--- config.mk ---
export PLATFORM = sky130hd
export DESIGN_NAME = instrDecode
export DESIGN_NICKNAME = d
export VERILOG_FILES = /design/src/hw/cpuIsaPkg.sv /design/src/hw/cpuMemPkg.sv /design/src/hw/instrDecode.sv
export SDC_FILE = /design/constraint.sdc
export NUM_CORES = 1
export LEC_CHECK = 0
export BUFFER_PORTS_ARGS = -buffer_cell sky130_fd_sc_hd__buf_2
export CAP_MARGIN = 20
export CORE_AREA = 2 2 144 146
export CTS_CLUSTER_SIZE = 14
export DETAILED_ROUTE_END_ITERATION = 10
export DIE_AREA = 0 0 146 148
export SYNTH_ARGS = -nofsm -noshare
export SYNTH_HDL_FRONTEND = slang
export SYNTH_SLANG_ARGS = --single-unit
--- constraint.sdc ---
create_clock -name clk -period 9.3 [get_ports clk]
set_input_delay 1.86 -clock clk [delete_from_list [all_inputs] [get_ports clk]]
set_output_delay 1.86 -clock clk [all_outputs]
set_load 0.01 [all_outputs]
--- src/hw/cpuIsaPkg.sv ---
`default_nettype none

package cpuIsaPkg;

	// Datapath word and register number
	typedef logic [31:0] word_t;
	typedef logic [4:0] regAddr_t;

	// Cycle count for Tuse and Tnew
	typedef logic [2:0] stageTime_t;

	// One bit per supported instruction
	typedef logic [8:0] instrKind_t;

	// Bit positions in instrKind_t
	localparam int KIND_ADDU = 0;
	localparam int KIND_SUBU = 1;
	localparam int KIND_ORI = 2;
	localparam int KIND_LUI = 3;
	localparam int KIND_SLL = 4;
	localparam int KIND_LW = 5;
	localparam int KIND_LBU = 6;
	localparam int KIND_SW = 7;
	localparam int KIND_SB = 8;

	// Primary opcodes
	localparam logic [5:0] OP_SPECIAL = 6'h00;
	localparam logic [5:0] OP_ORI = 6'h0d;
	localparam logic [5:0] OP_LUI = 6'h0f;
	localparam logic [5:0] OP_LW = 6'h23;
	localparam logic [5:0] OP_LBU = 6'h24;
	localparam logic [5:0] OP_SW = 6'h2b;
	localparam logic [5:0] OP_SB = 6'h28;

	// Funct codes under OP_SPECIAL
	localparam logic [5:0] FN_ADDU = 6'h21;
	localparam logic [5:0] FN_SUBU = 6'h23;
	localparam logic [5:0] FN_SLL = 6'h00;

	// Operand needed in decode
	localparam stageTime_t TUSE_NOW = 3'd0;
	// Store data, needed one stage later
	localparam stageTime_t TUSE_STORE = 3'd1;
	// Operand not read at all
	localparam stageTime_t TUSE_NONE = 3'd7;

	// Result ready after execute or after the memory read
	localparam stageTime_t TNEW_ALU = 3'd1;
	localparam stageTime_t TNEW_LOAD = 3'd2;

endpackage

`default_nettype wire

--- src/hw/cpuMemPkg.sv ---
`default_nettype none

package cpuMemPkg;

	// Lane enables for the four bytes of a word
	typedef logic [3:0] byteEn_t;

	// Data memory size in words
	localparam int DM_WORDS = 1024;

	// Word index into data memory
	typedef logic [9:0] dmIndex_t;

	// PC value seen in every stage after reset
	localparam logic [31:0] RESET_PC = 32'h0000_3000;

endpackage

`default_nettype wire

--- src/hw/instrDecode.sv ---
`timescale 1ns/1ps
`default_nettype none

module instrDecode
	import cpuIsaPkg::*;
	import cpuMemPkg::*;
(
	input wire clk,
	input wire reset,
	input wire word_t instrIn,
	input wire word_t pcIn,
	output regAddr_t rAddr0,
	output regAddr_t rAddr1,
	input wire word_t rData0,
	input wire word_t rData1,
	input wire regAddr_t memDest,
	input wire stageTime_t memTnew,
	input wire word_t memAluOut,
	input wire commitEn,
	input wire regAddr_t commitAddr,
	input wire word_t commitData,
	output logic hold,
	output logic exValid,
	output instrKind_t exKind,
	output word_t exA,
	output word_t exB,
	output word_t exImm,
	output logic [4:0] exShamt,
	output regAddr_t exDest,
	output stageTime_t exTnew,
	output logic exStoreFromWb,
	output word_t exPc
);

	// Instruction fields
	logic [5:0] opcode;
	logic [5:0] funct;
	regAddr_t rs;
	regAddr_t rt;
	regAddr_t rd;
	logic [4:0] shamt;
	logic [15:0] imm16;

	assign opcode = instrIn[31:26];
	assign rs = instrIn[25:21];
	assign rt = instrIn[20:16];
	assign rd = instrIn[15:11];
	assign shamt = instrIn[10:6];
	assign funct = instrIn[5:0];
	assign imm16 = instrIn[15:0];

	// Register file read straight from the fields
	assign rAddr0 = rs;
	assign rAddr1 = rt;

	////////////////////////////////////////////////////////////
	// Kind decode
	instrKind_t kind;

	always_comb
	begin
		kind = '0;
		case (opcode)
			OP_SPECIAL:
			begin
				case (funct)
					FN_ADDU: kind[KIND_ADDU] = 1'b1;
					FN_SUBU: kind[KIND_SUBU] = 1'b1;
					FN_SLL: kind[KIND_SLL] = 1'b1;
					default: kind = '0;
				endcase
			end
			OP_ORI: kind[KIND_ORI] = 1'b1;
			OP_LUI: kind[KIND_LUI] = 1'b1;
			OP_LW: kind[KIND_LW] = 1'b1;
			OP_LBU: kind[KIND_LBU] = 1'b1;
			OP_SW: kind[KIND_SW] = 1'b1;
			OP_SB: kind[KIND_SB] = 1'b1;
			// Unknown opcode leaves kind empty
			default: kind = '0;
		endcase
	end

	logic isAlu;
	logic isLoad;
	logic isStore;
	logic rdForm;

	assign rdForm = kind[KIND_ADDU] | kind[KIND_SUBU] | kind[KIND_SLL];
	assign isAlu = rdForm | kind[KIND_ORI] | kind[KIND_LUI];
	assign isLoad = kind[KIND_LW] | kind[KIND_LBU];
	assign isStore = kind[KIND_SW] | kind[KIND_SB];

	// Tuse per source, Tnew and destination
	stageTime_t tuseRs;
	stageTime_t tuseRt;
	stageTime_t tnew;
	regAddr_t dest;

	// rs is read by everything except lui and sll
	assign tuseRs = (kind == '0 || kind[KIND_LUI] || kind[KIND_SLL]) ? TUSE_NONE : TUSE_NOW;
	assign tuseRt = rdForm ? TUSE_NOW : (isStore ? TUSE_STORE : TUSE_NONE);
	assign dest = rdForm ? rd : ((isAlu || isLoad) ? rt : '0);
	assign tnew = isLoad ? TNEW_LOAD : (isAlu ? TNEW_ALU : '0);

	////////////////////////////////////////////////////////////
	// Hazard detection
	// An EX/MEM producer is usable only once finished, since the
	// WB bypass in memAccess only reaches the instruction just ahead
	function automatic logic lateOperand(regAddr_t src, stageTime_t tuse);
		logic exLate;
		logic memLate;
		exLate = (src != '0) && (src == exDest) && (exTnew > tuse);
		memLate = (src != '0) && (src == memDest) && (memTnew != '0) && (tuse != TUSE_NONE);
		return exLate || memLate;
	endfunction

	always_comb
		hold = lateOperand(rs, tuseRs) | lateOperand(rt, tuseRt);

	// Store data from the ALU op just ahead arrives on the commit port later
	logic storeFromWb;
	assign storeFromWb = isStore && (rt != '0) && (rt == exDest);

	// Youngest finished producer wins
	function automatic word_t fwdOperand(regAddr_t src, word_t rfData);
		word_t val;
		val = rfData;
		if (commitEn && commitAddr == src)
			val = commitData;
		if (src != '0 && memDest == src && memTnew == '0)
			val = memAluOut;
		return val;
	endfunction

	////////////////////////////////////////////////////////////
	// ID/EX register
	logic accept;
	assign accept = !hold && (kind != '0);

	// Control part, bubble when holding or undecodable
	always_ff @(posedge clk)
	begin
		if (reset)
		begin
			exValid <= 1'b0;
			exKind <= '0;
			exDest <= '0;
			exTnew <= '0;
			exStoreFromWb <= 1'b0;
			exPc <= RESET_PC;
		end
		else
		begin
			exValid <= accept;
			exKind <= accept ? kind : '0;
			exDest <= accept ? dest : '0;
			exTnew <= accept ? tnew : '0;
			exStoreFromWb <= accept && storeFromWb;
			exPc <= pcIn;
		end
	end

	// Operands and immediates
	always_ff @(posedge clk)
	begin
		exA <= fwdOperand(rs, rData0);
		exB <= fwdOperand(rt, rData1);
		// Offsets sign-extended, ori and lui zero-extended
		exImm <= (isLoad || isStore) ? {{16{imm16[15]}}, imm16} : {16'h0000, imm16};
		exShamt <= shamt;
	end

	// A stall always points at an instruction further down
	assert property (@(posedge clk) disable iff (reset)
		(!exValid && memDest == '0) |-> !hold);

endmodule

`default_nettype wire

==> results_dict.tcl <==
set metrics [dict create \
    outcome "complete, no violations" \
    clockPowerShare_pct 47.3 \
    boundaryPins 371 \
    min_from "exDest[0]$_SDFF_PP0_" \
    fmax_mhz 147 \
    tightest_slew_ns 1.09 \
    maxCapViolCount 0 \
    synthArstFlopShare_pct 0 \
    p_sw_share_pct 24.7 \
    reg2reg_to "exStoreFromWb$_SDFF_PP0_" \
    grt_start_max_net_pins 65 \
    fin_ws_ns 2.48 \
    cts_sinks 131 \
    holdBufCountCts 0 \
    reg2reg_depth 7 \
    end_kind "primary output" \
    p_comb_share_pct 11.6 \
    die_h_um 148 \
    cp.arrival_ns 4.96 \
    critPathRequiredTime_ns 7.44 \
    cts_tree "built" \
    dp_slack_ns 2.48 \
    vias 5107 \
    internal_power_mw 1.10 \
    period_share_pct 73.3 \
    cts_resized 0 \
    pwr-share-seq_pct 41.0 \
    routedWlPerCell_um 15.9 \
    power_density_nw_per_um2 183 \
    synth.avg_cell_area_um2 9.90 \
    slowest_stage "o41a_1" \
    antenna_cells 0 \
    setup_viol 0 \
    path_max_fanout 19 \
    hold-path-cell-count 4 \
    relSlewSlack_pct 27.3 \
    clock-skew-final_ns 0.00758 \
    clk_latency_ns 0.41 \
    ant_nets 0 \
    track_usage_pct 16.7 \
    ys_seq_area_share_pct 47.3 \
    min_delay_worst_endpoint "exStoreFromWb$_SDFF_PP0_" \
    finalMaxSlewViolations 0 \
    hold_violations 0 \
    min_path_type "flip-flop to flip-flop" \
    drt_iter0_drc 201 \
    critPathLaunchType "primary input" \
    p_sw_uw 361 \
    cts-htree-levels 4 \
    crit_type "primary input to primary output" \
    cts-root-buf "clkbuf_16" \
    grt_pass1_vias 4940 \
    power.leakage_nw 3.57 \
    coreArea_um2 20000 \
    syn_inst 560 \
    vdd_drop_max_v 0.000116 \
    antenna_found_initial 2 \
    syn_area_um2 5540 \
    rsz0062_at_grt "false" \
    synth_edf_count 0 \
    synth_nets 774 \
    ys_ff_latch 131 \
    die_area_um2 21600 \
    power_mw 1.46 \
    die-width_um 146 \
    cp_slowest_stage_delay_ns 0.85 \
    grt_overflow 0 \
    nNetsFinal 1103 \
    core.rowCount 52 \
    timing.reg2reg.setup_slack_ns 7.09 \
    initial_core_util_pct 27.7 \
    ys_types 48 \
    post_cts_buffers 0 \
    dr.pass1.iters 4 \
    synthFlopType "dfxtp_1" \
    path_cells "buf_2, nor4_2, o2111a_2, nor3_2, or2_2, ha_1, inv_1, a21oi_1, nor4_1, o41a_1, or3_1, buf_2" \
    clockBufferDepth 2 \
    area_delta_synth_final_pct 43.9 \
    drive_gt1_share_pct 47.8 \
    r2r_start "exTnew[0]$_SDFF_PP0_" \
    yosysWarningCount 0 \
    path_common_cell "buf_2" \
    cts_buffers 17 \
    final.setup.tns_ns 0 \
    clk_pin_slew_ns 0.06 \
    portBuffers 369 \
    drt_wl_total_um 18600 \
    gp_congestion 0.826 \
    period_minus_slack_ns 6.82 \
    grt_pass1_wl_um 27600 \
    route.detailed.drc 0 \
    routed_via_density 4.36 \
    hpwlAfterDp_um 14700 \
]
[state kept, by name (all words and copies together), names as in the netlist]
register       cells
exA               32
exB               32
exPc              32
exImm             13
exKind             9
exDest             5
exShamt            4
exTnew             2
exStoreFromWb      1
exValid            1
[worst max path at each step]
| stage | cells past startpoint | slack [ns] | from | endpoint |
|---|---|---|---|---|
| 6_report | 12 | 2.48 | instrIn[26] | hold |
| 5_1_grt | 12 | 2.27 | instrIn[26] | hold |
| 4_1_cts | 12 | 2.49 | instrIn[26] | hold |
| 3_5_place_dp | 12 | 2.48 | instrIn[26] | hold |
| 3_3_place_gp | 12 | 2.64 | instrIn[26] | hold |
| 2_1_floorplan | 10 | 3.22 | instrIn[27] | hold |
[layout by cell type, fill, tap and decap left out, types with 2 or more instances in the layout]
master	netlist	final
buf_2	9	369
dfxtp_1	131	131
nand2_1	71	71
o21ai_0	66	66
mux2i_1	64	64
nor2b_1	32	32
xnor2_1	18	18
clkbuf_16	0	17
xor2_1	13	13
nor4_2	12	10
nor4_1	9	9
inv_1	8	8
nor3_1	6	6
ha_1	6	6
nor2_1	5	5
or2_2	5	5
a22oi_1	5	5
nand4_1	4	4
or3_1	4	4
nand3_1	4	4
nor4b_1	4	4
inv_6	0	4
buf_4	32	4
or4_1	3	3
a21oi_1	3	3
clkinvlp_4	0	3
bufinv_16	0	3
nor4_4	0	2
and3_2	0	2
clkinv_4	0	2
[final cells by class]
cell class                      instances  area, µm²
Clock buffer                           18        429
Clock inverter                         13        176
Fill cell                            2070      12100
Inverter                                8       30.0
Multi-Input combinational cell        358       2500
Sequential cell                       131       2620
Tap cell                              270        338
Timing Repair Buffer                  373       1880
[synth_stat cells, types with 3 or more instances]
master | n | share of area [%]
ha_1 | 6 | 1.4
buf_6 | 3 | 0.61
mux2i_1 | 64 | 12
inv_1 | 8 | 0.54
buf_2 | 9 | 0.81
nor4b_1 | 4 | 0.63
nand4_1 | 4 | 0.45
a21oi_1 | 3 | 0.27
buf_4 | 32 | 4.3
xnor2_1 | 18 | 2.8
nand3_1 | 4 | 0.36
or3_1 | 4 | 0.45
a22oi_1 | 5 | 0.68
xor2_1 | 13 | 2.1
nor3_1 | 6 | 0.54
nand2_1 | 71 | 4.8
nor4_2 | 12 | 2.7
or4_1 | 3 | 0.41
dfxtp_1 | 131 | 47
o21ai_0 | 66 | 6.0
nor2_1 | 5 | 0.34
or2_2 | 5 | 0.56
nor2b_1 | 32 | 3.6
and3_1 | 3 | 0.34
clkbuf_1 | 18 | 1.2
nor4_1 | 9 | 1.0
[critical path: cells and delay by family]
kind | cells | cell delay (ns)
buffers and inverters | 3 | 0.33
adder cells (fa/ha/maj) | 1 | 0.18
AO/OA/AOI/OAI | 3 | 1.27
AND/OR/NAND/NOR | 5 | 1.30
[cell families after synthesis]
logic type,Yosys count,synth area share (%)
AND/OR/NAND/NOR,173,18.1
flip-flops,131,47.3
AO/OA/AOI/OAI,82,8.67
buffers and inverters,71,7.88
multiplexers,65,11.8
XOR/XNOR,31,4.90
adder cells (fa/ha/maj),6,1.35
other,1,0.0677
[through the flow]
step / cells / utilization [%] / hold WS, ns / area (µm²)
final: 1171 / 39.8 / 0.725 / 7980
after global routing: 1171 / 39.8 / 0.766 / 7980
after CTS: 1171 / 39.8 / 0.736 / 7980
after detailed placement: 1140 / 36.8 / 0.720 / 7370
after global placement: 1140 / 36.8 / 0.713 / 7370
after floorplan: 560 / - / 0.677 / 5540
[power groups by stage]
stage,registers [mW],logic [mW],clock network [mW]
finish,0.599,0.170,0.691
global route,0.601,0.185,0.740
global placement,0.611,0.170,0
floorplan,0.628,0.0587,0
CTS,0.599,0.172,0.713
detailed placement,0.611,0.171,0
[metal layers]
| layer | wire, µm | share of wire (%) | track usage, % | vias to the layer above |
|---|---|---|---|---|
| met5 | 31 | 0.17 | 0 | - |
| met4 | 165 | 0.89 | 5.39 | 4 |
| met3 | 1570 | 8.4 | 5.34 | 16 |
| met2 | 8790 | 47 | 27.5 | 238 |
| met1 | 8040 | 43 | 20.8 | 2286 |
| li1 | - | - | - | 2563 |
No activity file was read; power rests on OpenSTA's default activity.
