==> config.mk <==
export PLATFORM = sky130hd
export DESIGN_NAME = aluExecute
export DESIGN_NICKNAME = d
export VERILOG_FILES = /design/src/hw/cpuIsaPkg.sv /design/src/hw/cpuMemPkg.sv /design/src/hw/aluExecute.sv
export SDC_FILE = /design/constraint.sdc
export NUM_CORES = 1
export LEC_CHECK = 0
export BUFFER_PORTS_ARGS = -buffer_cell sky130_fd_sc_hd__buf_2
export CELL_PAD_IN_SITES_DETAIL_PLACEMENT = 1
export CELL_PAD_IN_SITES_GLOBAL_PLACEMENT = 2
export CORE_ASPECT_RATIO = 1.4
export CORE_MARGIN = 2
export CORE_UTILIZATION = 34
export DETAILED_ROUTE_END_ITERATION = 8
export PLACE_DENSITY = 0.87
export SLEW_MARGIN = 10
export SYNTH_ARGS = -nofsm -noshare
export SYNTH_HDL_FRONTEND = slang
export SYNTH_SLANG_ARGS = --single-unit
==> constraint.sdc <==
create_clock -name clk -period 7.37 [get_ports clk]
set_clock_uncertainty 0.15 [all_clocks]
set_input_delay 0.737 -clock clk [delete_from_list [all_inputs] [get_ports clk]]
set_output_delay 0.737 -clock clk [all_outputs]
set_load 0.01 [all_outputs]
==> src/hw/cpuIsaPkg.sv <==
`default_nettype none

package cpuIsaPkg;

	// Datapath word and register number
	typedef logic [31:0] word_t;
	typedef logic [4:0] regAddr_t;

	// Cycle count for Tuse and Tnew
	typedef logic [2:0] stageTime_t;

	// One bit per supported instruction
	typedef logic [8:0] instrKind_t;

	// Bit positions in instrKind_t
	localparam int KIND_ADDU = 0;
	localparam int KIND_SUBU = 1;
	localparam int KIND_ORI = 2;
	localparam int KIND_LUI = 3;
	localparam int KIND_SLL = 4;
	localparam int KIND_LW = 5;
	localparam int KIND_LBU = 6;
	localparam int KIND_SW = 7;
	localparam int KIND_SB = 8;

	// Primary opcodes
	localparam logic [5:0] OP_SPECIAL = 6'h00;
	localparam logic [5:0] OP_ORI = 6'h0d;
	localparam logic [5:0] OP_LUI = 6'h0f;
	localparam logic [5:0] OP_LW = 6'h23;
	localparam logic [5:0] OP_LBU = 6'h24;
	localparam logic [5:0] OP_SW = 6'h2b;
	localparam logic [5:0] OP_SB = 6'h28;

	// Funct codes under OP_SPECIAL
	localparam logic [5:0] FN_ADDU = 6'h21;
	localparam logic [5:0] FN_SUBU = 6'h23;
	localparam logic [5:0] FN_SLL = 6'h00;

	// Operand needed in decode
	localparam stageTime_t TUSE_NOW = 3'd0;
	// Store data, needed one stage later
	localparam stageTime_t TUSE_STORE = 3'd1;
	// Operand not read at all
	localparam stageTime_t TUSE_NONE = 3'd7;

	// Result ready after execute or after the memory read
	localparam stageTime_t TNEW_ALU = 3'd1;
	localparam stageTime_t TNEW_LOAD = 3'd2;

endpackage

`default_nettype wire

==> src/hw/cpuMemPkg.sv <==
`default_nettype none

package cpuMemPkg;

	// Lane enables for the four bytes of a word
	typedef logic [3:0] byteEn_t;

	// Data memory size in words
	localparam int DM_WORDS = 1024;

	// Word index into data memory
	typedef logic [9:0] dmIndex_t;

	// PC value seen in every stage after reset
	localparam logic [31:0] RESET_PC = 32'h0000_3000;

endpackage

`default_nettype wire

==> src/hw/aluExecute.sv <==
`timescale 1ns/1ps
`default_nettype none

module aluExecute
	import cpuIsaPkg::*;
	import cpuMemPkg::*;
(
	input wire clk,
	input wire reset,
	input wire exValid,
	input wire instrKind_t exKind,
	input wire word_t exA,
	input wire word_t exB,
	input wire word_t exImm,
	input wire [4:0] exShamt,
	input wire regAddr_t exDest,
	input wire stageTime_t exTnew,
	input wire exStoreFromWb,
	input wire word_t exPc,
	output logic memValid,
	output instrKind_t memKind,
	output word_t memAluOut,
	output word_t memStoreData,
	output regAddr_t memDest,
	output stageTime_t memTnew,
	output logic memStoreFromWb,
	output word_t memPc
);

	// ALU
	word_t aluOut;

	always_comb
	begin
		// Address add for loads and stores
		aluOut = exA + exImm;
		if (exKind[KIND_ADDU])
			aluOut = exA + exB;
		else if (exKind[KIND_SUBU])
			aluOut = exA - exB;
		else if (exKind[KIND_ORI])
			aluOut = exA | exImm;
		else if (exKind[KIND_LUI])
			aluOut = {exImm[15:0], 16'h0000};
		else if (exKind[KIND_SLL])
			aluOut = exB << exShamt;
	end

	// One stage closer to a ready result
	stageTime_t tnewNext;
	assign tnewNext = (exTnew != '0) ? exTnew - 3'd1 : '0;

	// EX/MEM control
	always_ff @(posedge clk)
	begin
		if (reset)
		begin
			memValid <= 1'b0;
			memKind <= '0;
			memDest <= '0;
			memTnew <= '0;
			memStoreFromWb <= 1'b0;
			memPc <= RESET_PC;
		end
		else
		begin
			memValid <= exValid;
			memKind <= exKind;
			memDest <= exDest;
			memTnew <= tnewNext;
			memStoreFromWb <= exStoreFromWb;
			memPc <= exPc;
		end
	end

	// EX/MEM data
	always_ff @(posedge clk)
	begin
		memAluOut <= aluOut;
		memStoreData <= exB;
	end

	// Decode hands over exactly one kind per valid slot
	assert property (@(posedge clk) disable iff (reset)
		exValid |-> $onehot(exKind));

endmodule

`default_nettype wire

==> results of run 1 <==
cells in the final DEF, fill, tap and decap left out, types with 7 or more instances in the layout:
cell / instances
mux2_2: 12
dfxtp_1: 115
or3_1: 7
o21ai_0: 96
mux4_2: 9
ha_1: 127
o211ai_1: 17
clkbuf_16: 17
o21bai_1: 14
inv_1: 158
mux2i_1: 39
xor2_1: 14
a31oi_1: 9
nand2_1: 105
a211oi_1: 22
buf_4: 8
nand3_1: 19
nor3_1: 25
o221ai_1: 13
xnor2_1: 32
a21oi_1: 118
nand2b_1: 18
a221o_1: 10
nor2b_1: 50
buf_2: 268
nor2_1: 109
a221oi_1: 21
a211o_1: 7
a21o_1: 26
o22ai_1: 13
area by class of cell:
cell class	instances	share of cell area, %
repair buffers	276	10.6
clock inverters	15	1.49
flip-flops and latches	115	17.4
well taps	440	4.15
inverters	162	4.58
clock buffers	17	3.21
multi-input cells	1069	58.7
power by group:
group	internal [mW]	switching [mW]	total (mW)	leakage (nW)
logic	0.336	0.558	0.894	5.07
registers	0.678	0.0149	0.693	0.965
clock network	0.542	0.376	0.918	0.304
per-layer routing:
metal  part of all wire, %  vias up  global-route usage [%]
li1                      -     5479                       -
met4                   7.6        4                    20.6
met5                 0.056        -                       0
met3                   5.1      142                    4.27
met1                    37     5679                    29.2
met2                    50      467                    49.9
logic make-up (layout without fill, tap and decap cells):
logic type | after synthesis | count (layout)
buf+inv | 238 | 470
xor+xnor | 46 | 46
simple gates | 377 | 377
compound gates | 456 | 456
flops | 115 | 115
fa+ha+maj | 130 | 130
mux | 60 | 60
per-stage QoR:
stage	cell area, um^2	util (%)	hold WS [ns]	setup slack (ns)
2_1_floorplan	11100	-	0.615	3.91
3_3_place_gp	12600	39.1	0.727	3.12
3_5_place_dp	12600	39.1	0.725	3.05
4_1_cts	13300	41.1	0.248	3.53
5_1_grt	13300	41.1	0.256	3.14
6_report	13300	41.1	0.265	3.43
registers in the layout, summed over array words and instances (netlist names):
register,cells
memAluOut,32
memPc,32
memStoreData,32
memKind,9
memDest,5
memTnew,3
memStoreFromWb,1
memValid,1
worst max-delay path by stage:
stage | startpoint | endpoint | depth (start not counted)
final | exShamt[1] | memAluOut[28]$_DFF_P_ | 9
after global routing | exShamt[0] | memAluOut[28]$_DFF_P_ | 9
after CTS | exShamt[1] | memAluOut[28]$_DFF_P_ | 9
after detailed placement | exShamt[1] | memAluOut[28]$_DFF_P_ | 9
after global placement | exB[1] | memAluOut[29]$_DFF_P_ | 13
after floorplan | exB[1] | memAluOut[29]$_DFF_P_ | 12
critical path: stages:
cell and delay [ns]:
buf_2 0.78, o21ai_0 0.64, mux4_2 0.62, nor2_1 0.10, a21oi_1 0.09, a2111oi_0 0.63
a211oi_1 0.22, nor3b_1 0.23, nor3_1 0.06
==> results.sh, run 1 <==
export IMPL_primary_flip_flop_cell_chosen_by_synthesis_mapping="dfxtp_1"
export IMPL_layout_worst_path_cycle_share_pct=53.5
export IMPL_clock_sink_count=115
export IMPL_final_setup_tns_ns=0
export IMPL_rows=78
export IMPL_cts_root_buf="clkbuf_16"
export IMPL_number_of_antenna_violating_nets_in_the_routed_design=0
export IMPL_tritoncts="built"
export IMPL_timing_worst_slew_pin_value_ns=1.07
export IMPL_routability_congestion=0.962
export IMPL_wp_data_arrival_ns=4.14
export IMPL_stdcell_count=2094
export IMPL_htree_num_levels=4
export IMPL_finalMaxSlewViolations=0
export IMPL_floorplan_die_height_um=218
export IMPL_static_leakage_power_nw=6.33
export IMPL_gr_total_overflow=0
export IMPL_drive_gt1_share_pct=22.6
export IMPL_cts_buffers_inserted=17
export IMPL_number_of_antenna_diodes=0
export IMPL_synthDominantCellAreaShare_pct=20.8
export IMPL_data_required_time_of_the_critical_path_ns=7.57
export IMPL_synth_adder_area_share_pct=14.9
export IMPL_place_detailed_instances=2062
export IMPL_clock_tree_buffer_depth=2
export IMPL_drt_drc_violations_left=0
export IMPL_capturing_element_type_of_the_critical_path="flop"
export IMPL_cts_resized=0
export IMPL_unrepaired_setup_endpoints_after_global_routing="false"
export IMPL_avgViaCountPerCell=5.62
export IMPL_synth_warning_count=0
export IMPL_synth_top_cell_by_area="dfxtp_1"
export IMPL_area_of_the_core_mm2=0.0323
export IMPL_outcome="completed"
export IMPL_maximum_number_of_pins_on_one_net_before_global_route_repair=52
export IMPL_min_delay_path_class="in2reg"
export IMPL_finalCriticalPeriod_ns=3.94
export IMPL_start_util_pct=34.3
export IMPL_post_synth_top_count_cell="inv_1"
export IMPL_synth_common_cells="inv_1, ha_1, a21oi_1"
export IMPL_hpwlAfterDp_mm=38.7
export IMPL_first_global_vias=12073
export IMPL_setup_violations_final=0
export IMPL_synth_top_family_by_area="compound AO/OA/AOI/OAI gates"
export IMPL_synth_cell_area_mm2=0.0111
export IMPL_final_fill_count=4039
export IMPL_post_cts_buffers=0
export IMPL_fin_total_pwr_mw=2.50
export IMPL_compound_gate_fraction_of_synth_area_pct=28.7
export IMPL_dr_first_iter_drc_count=747
export IMPL_routedWlPerCell_um=23.0
export IMPL_async_flop_share_pct=0
export IMPL_synth_edf_count=0
export IMPL_worstSetupPathType="in2reg"
export IMPL_cts_hold_repair_buffers=0
export IMPL_fmax_ghz=0.254
export IMPL_crit_path_start_kind="input port"
export IMPL_synth_seq_cells=115
export IMPL_layout_nets=1925
export IMPL_route_vias_total=11771
export IMPL_wirelength_mm=48.1
export IMPL_synthesis_nets=1706
export IMPL_ir_drop_v=0.000131
export IMPL_detailedRoute_firstPassIterationCount=5
export IMPL_p_per_area_mw_per_mm2=189
export IMPL_post_synth_inst_count=1422
export IMPL_max_slew_margin_rel_pct=28.6
export IMPL_groute_usage_overall_pct=27.9
export IMPL_hold_path_depth=1
export IMPL_syn_to_final_growth_pct=19.7
export IMPL_design_die_area_mm2=0.0341
export IMPL_first_pass_grt_wire_length_mm=71.3
export IMPL_final_hold_viol_count=0
export IMPL_maximum_capacitance_violations=0
export IMPL_die_width_um=157
export IMPL_synth_simple_gate_area_share_pct=16.4
export IMPL_min_delay_worst_endpoint="memStoreData[30]$_DFF_P_"
export IMPL_number_of_port_buffers=268
export IMPL_regArea_mm2=0.00230
export IMPL_ios=269
export IMPL_cts_reportedPaths_clkPinSlew_ns=0.07
export IMPL_synthMuxAreaShare_pct=6.57
export IMPL_min_from="exB[30]"
export IMPL_synth_area_per_cell_um2=7.79
export IMPL_synth_xor_area_share_pct=3.63
export IMPL_crit_fanout=39
export IMPL_count_of_cell_types_in_the_netlist=91
export IMPL_synth_seq_area_share_pct=20.8
export IMPL_yosys_top_cells_area="dfxtp_1, ha_1, inv_1, a21oi_1, o21ai_0"
export IMPL_total_area_of_multi_input_combinational_cells_mm2=0.00778
export IMPL_grt_antenna_before_repair=2
Power figures use the tool's default switching activity.
==> run 2, diff against run 1 <==
CORE_UTILIZATION = 31   (was 34)
PLACE_DENSITY = 0.8   (was 0.87)
clock period = 4.1 ns   (was 7.37 ns; I/O delays follow)
==> results.sh, run 2 (synthesis results as in run 1) <==
export IMPL_routability_congestion=0.931
export IMPL_setup_violations_final=0
export IMPL_final_common_cell="buf_2"
export IMPL_number_of_port_buffers=268
export IMPL_clock_sink_count=115
export IMPL_number_of_antenna_violating_nets_in_the_routed_design=0
export IMPL_min_delay_path_class="in2reg"
export IMPL_unrepaired_setup_endpoints_after_global_routing="false"
export IMPL_start_util_pct=31.6
export IMPL_die_width_um=164
export IMPL_htree_num_levels=4
export IMPL_final_hold_viol_count=0
export IMPL_drive_gt1_share_pct=24.0
export IMPL_finalMaxSlewViolations=0
export IMPL_route_vias_total=11907
export IMPL_capturing_element_type_of_the_critical_path="flop"
export IMPL_wirelength_mm=51.1
export IMPL_maximum_capacitance_violations=0
export IMPL_max_slew_margin_rel_pct=39.9
export IMPL_crit_path_start_kind="input port"
export IMPL_cts_buffers_inserted=17
export IMPL_syn_to_final_growth_pct=23.6
export IMPL_final_setup_tns_ns=0
export IMPL_maximum_number_of_pins_on_one_net_before_global_route_repair=52
export IMPL_layout_worst_path_cycle_share_pct=96.6
export IMPL_first_pass_grt_wire_length_mm=75.6
export IMPL_hpwlAfterDp_mm=41.6
export IMPL_cts_root_buf="clkbuf_16"
export IMPL_avgViaCountPerCell=5.52
export IMPL_wp_data_arrival_ns=4.15
export IMPL_rows=81
export IMPL_detailedRoute_firstPassIterationCount=5
export IMPL_worstSetupPathType="in2reg"
export IMPL_p_per_area_mw_per_mm2=336
export IMPL_hold_path_depth=1
export IMPL_fmax_ghz=0.252
export IMPL_floorplan_die_height_um=228
export IMPL_cts_reportedPaths_clkPinSlew_ns=0.07
export IMPL_most_common_layout_cells="buf_2, inv_1, ha_1, a21oi_1, dfxtp_1"
export IMPL_area_of_the_core_mm2=0.0351
export IMPL_final_fill_count=4395
export IMPL_total_area_of_multi_input_combinational_cells_mm2=0.00781
export IMPL_clock_tree_buffer_depth=2
export IMPL_static_leakage_power_nw=6.56
export IMPL_ios=269
export IMPL_crit_fanout=9
export IMPL_outcome="completed"
export IMPL_drt_drc_violations_left=0
export IMPL_final_hold_worst_slack_ns=0.0193
export IMPL_data_required_time_of_the_critical_path_ns=4.29
export IMPL_groute_usage_overall_pct=26.9
export IMPL_tritoncts="built"
export IMPL_timing_worst_slew_pin_value_ns=0.901
export IMPL_first_global_vias=12674
export IMPL_finalCriticalPeriod_ns=3.96
export IMPL_regArea_mm2=0.00230
export IMPL_ir_drop_v=0.000204
export IMPL_gr_total_overflow=0
export IMPL_design_die_area_mm2=0.0373
export IMPL_dr_first_iter_drc_count=713
export IMPL_grt_antenna_before_repair=1
export IMPL_reg_top3="memAluOut (32), memPc (32), memStoreData (32)"
export IMPL_layout_nets=1970
export IMPL_routedWlPerCell_um=23.7
-- run 2: repair_timing --
item | in CTS | in global routing
setup buffers | 0 | 0
hold endpoints to repair | 10 | 0
setup endpoints to repair | 0 | 4
hold buffers | 10 | 0
gates resized for setup | 0 | 4
-- run 2: per-stage QoR --
step / setup WS [ns] / power, mW / util (%) / area [um^2] / std cells
after floorplan: 0.968 / 2.30 / - / 11100 / 1422
after global placement: 0.0994 / 2.89 / 36.9 / 12900 / 2113
after detailed placement: 0.0834 / 2.91 / 36.9 / 12900 / 2113
after CTS: 0.112 / 4.64 / 39.0 / 13700 / 2155
after global routing: 0.00423 / 4.84 / 39.1 / 13700 / 2155
final: 0.139 / 4.61 / 39.1 / 13700 / 2156
-- run 2: critical path: stages --
cell and delay, ns:
dlygate4sd3_1 0.52, buf_2 0.15, inv_1 0.05, ha_1 0.47, nor3_1 0.12, o31ai_1 0.64, a21o_1 0.25, a311oi_2 0.14
or2_4 0.29, a311oi_4 0.37, o21bai_2 0.17, a211o_1 0.32, a21oi_1 0.15, nor3_1 0.08
-- run 2: report_power, final --
part | switching (mW) | total (mW) | internal (mW)
Combinational | 1.03 | 1.67 | 0.639
Sequential | 0.0291 | 1.25 | 1.22
Clock | 0.650 | 1.69 | 1.04
Total | 1.71 | 4.61 | 2.89
-- run 2: cell type report --
class                           instances  area share [%]
Multi-Input combinational cell       1069            57.0
Sequential cell                       115            16.8
Clock inverter                         15            1.62
Timing Repair Buffer                  321            12.9
Tap cell                              456            4.16
Clock buffer                           17            3.10
Inverter                              162            4.44
Antenna cell                            1          0.0183
-- run 2: final timing paths --
path / to / from
worst max-delay path: memAluOut[28]$_DFF_P_ / exB[2]
worst min-delay path: memStoreData[26]$_DFF_P_ / exB[26]
-- run 2: layer usage --
layer | GRT usage [%] | vias to the layer above | wire length, um
li1 | - | 5577 | -
met1 | 27.9 | 5739 | 18900
met2 | 49.0 | 453 | 25800
met3 | 3.96 | 138 | 2480
met4 | 18.2 | 0 | 3870
met5 | 0 | - | 0
==> run 3, diff against run 2 <==
clock period = 4.52 ns   (was 4.1 ns; I/O delays follow)
==> results.sh, run 3 (synthesis results as in run 1) <==
export IMPL_power_clock_fraction_pct=35.3
export IMPL_outcome="completed"
export IMPL_clock_tree_buffer_depth=2
export IMPL_final_fill_count=4391
export IMPL_first_global_vias=12316
export IMPL_pre_cts_slack_ns=0.517
export IMPL_cts_resized=0
export IMPL_ios=269
export IMPL_ir_drop_v=0.000184
export IMPL_critical_path_slowest_cell="fa_1"
export IMPL_capturing_element_type_of_the_critical_path="flop"
export IMPL_number_of_antenna_violating_nets_in_the_routed_design=0
export IMPL_tritoncts="built"
export IMPL_hpwlAfterDp_mm=41.0
export IMPL_grt_antenna_before_repair=2
export IMPL_total_area_of_multi_input_combinational_cells_mm2=0.00778
export IMPL_route_vias_total=11704
export IMPL_routability_congestion=0.979
export IMPL_wp_data_arrival_ns=3.79
export IMPL_min_delay_path_class="in2reg"
export IMPL_clock_sink_count=115
export IMPL_cts_reportedPaths_clkPinSlew_ns=0.08
export IMPL_path_cells="buf_2, inv_1, ha_1, inv_1, fa_1, a211oi_1, o21ai_0, a211oi_2, o31ai_1, buf_4, a21oi_1, o211ai_2, a31o_2, nand3_1, o21ai_0, nor3_1"
export IMPL_fin_ws_ns=0.946
export IMPL_seq_power_share_pct=28.0
export IMPL_data_required_time_of_the_critical_path_ns=4.74
export IMPL_htree_num_levels=4
export IMPL_unrepaired_setup_endpoints_after_global_routing="false"
export IMPL_start_util_pct=31.6
export IMPL_drive_gt1_share_pct=23.3
export IMPL_timing_critical_path_to="memAluOut[28]$_DFF_P_"
export IMPL_static_leakage_power_nw=6.40
export IMPL_crit_path_start_kind="input port"
export IMPL_maximum_capacitance_violations=0
export IMPL_worstSetupStartpoint="exA[0]"
export IMPL_setup_violations_final=0
export IMPL_final_hold_viol_count=0
export IMPL_maximum_number_of_pins_on_one_net_before_global_route_repair=52
export IMPL_number_of_port_buffers=268
export IMPL_finalCriticalPeriod_ns=3.57
export IMPL_syn_to_final_growth_pct=21.0
export IMPL_drt_drc_violations_left=0
export IMPL_power_combinational_fraction_pct=36.7
export IMPL_final_hold_worst_slack_ns=0.0295
export IMPL_groute_usage_overall_pct=26.4
export IMPL_gr_total_overflow=0
export IMPL_die_width_um=164
export IMPL_floorplan_die_height_um=228
export IMPL_final_common_cell="buf_2"
export IMPL_layout_worst_path_cycle_share_pct=79.1
export IMPL_finalMaxSlewViolations=0
export IMPL_cpPeakStageDelay_ns=0.42
export IMPL_design_die_area_mm2=0.0373
export IMPL_most_common_layout_cells="buf_2, inv_1, ha_1, a21oi_1, dfxtp_1"
export IMPL_timing_worst_slew_pin_value_ns=0.900
export IMPL_first_pass_grt_wire_length_mm=74.3
export IMPL_final_setup_tns_ns=0
export IMPL_layout_nets=1945
export IMPL_fmax_ghz=0.280
export IMPL_regArea_mm2=0.00230
export IMPL_avgViaCountPerCell=5.49
export IMPL_p_per_area_mw_per_mm2=301
export IMPL_wirelength_mm=50.1
export IMPL_cts_root_buf="clkbuf_16"
export IMPL_max_slew_margin_rel_pct=40.0
export IMPL_area_of_the_core_mm2=0.0351
export IMPL_swShare_pct=38.1
export IMPL_dr_first_iter_drc_count=609
export IMPL_cell_internal_pwr_mw=2.50
export IMPL_crit_fanout=5
export IMPL_detailedRoute_firstPassIterationCount=6
export IMPL_rows=81
export IMPL_routedWlPerCell_um=23.5
export IMPL_reg_top3="memAluOut (32), memPc (32), memStoreData (32)"
export IMPL_worstSetupPathType="in2reg"
export IMPL_cts_buffers_inserted=17
export IMPL_total_switching_power_mw=1.54
-- run 3: cell types whose count changed in the layout (fill, tap and decap cells not counted), moves of 2 or more --
| cell | delta |
|---|---|
| bufinv_16 | -2 |
| buf_4 | -17 |
| clkinvlp_4 | +2 |
| inv_8 | -3 |
| dlygate4sd3_1 | -8 |
-- run 3: per-layer routing --
layer | global-route usage (%) | part of all wire [%]
met5 | 0 | 0.014
met4 | 16.8 | 6.7
met3 | 3.92 | 5.1
met2 | 48.8 | 51
met1 | 27.4 | 37
-- run 3: stage by stage --
step / total power [mW] / utilization, % / std cells / area, um^2
floorplan: 2.08 / - / 1422 / 11100
global placement: 2.60 / 36.5 / 2096 / 12800
detailed placement: 2.62 / 36.5 / 2096 / 12800
CTS: 4.06 / 38.2 / 2130 / 13400
global route: 4.24 / 38.2 / 2130 / 13400
finish: 4.04 / 38.3 / 2131 / 13400
-- run 3: final cells by class --
cell class	instances	area share, %
Antenna cell	1	0.0187
Clock buffer	19	3.30
Clock inverter	13	1.10
Inverter	162	4.53
Multi-Input combinational cell	1069	58.0
Sequential cell	115	17.2
Tap cell	456	4.25
Timing Repair Buffer	296	11.6
-- run 3: critical path, delay by kind of cell --
family / cells / cell delay [ns]
AND/OR/NAND/NOR: 2 / 0.27
AO/OA/AOI/OAI: 8 / 2.05
buffers and inverters: 4 / 0.42
adder cells (fa/ha/maj): 2 / 0.60
-- run 3: worst min path at each step --
stage / start / to / depth (start not counted)
after floorplan: exB[0] / memStoreData[0]$_DFF_P_ / 0
after global placement: exB[30] / memStoreData[30]$_DFF_P_ / 1
after detailed placement: exB[30] / memStoreData[30]$_DFF_P_ / 1
after CTS: exB[29] / memStoreData[29]$_DFF_P_ / 1
after global routing: exB[29] / memStoreData[29]$_DFF_P_ / 1
final: exB[29] / memStoreData[29]$_DFF_P_ / 1
-- run 3: power groups by stage --
stage | Clock, mW | Sequential (mW) | Combinational [mW]
4_1_cts | 1.45 | 1.13 | 1.48
3_3_place_gp | 0 | 1.15 | 1.45
3_5_place_dp | 0 | 1.15 | 1.47
5_1_grt | 1.50 | 1.14 | 1.61
2_1_floorplan | 0 | 1.20 | 0.882
6_report | 1.42 | 1.13 | 1.48
-- run 3: what timing repair did --
item,CTS,global route
endpoints found under the hold margin,2,0
buffers inserted,0,0
hold buffers,2,0
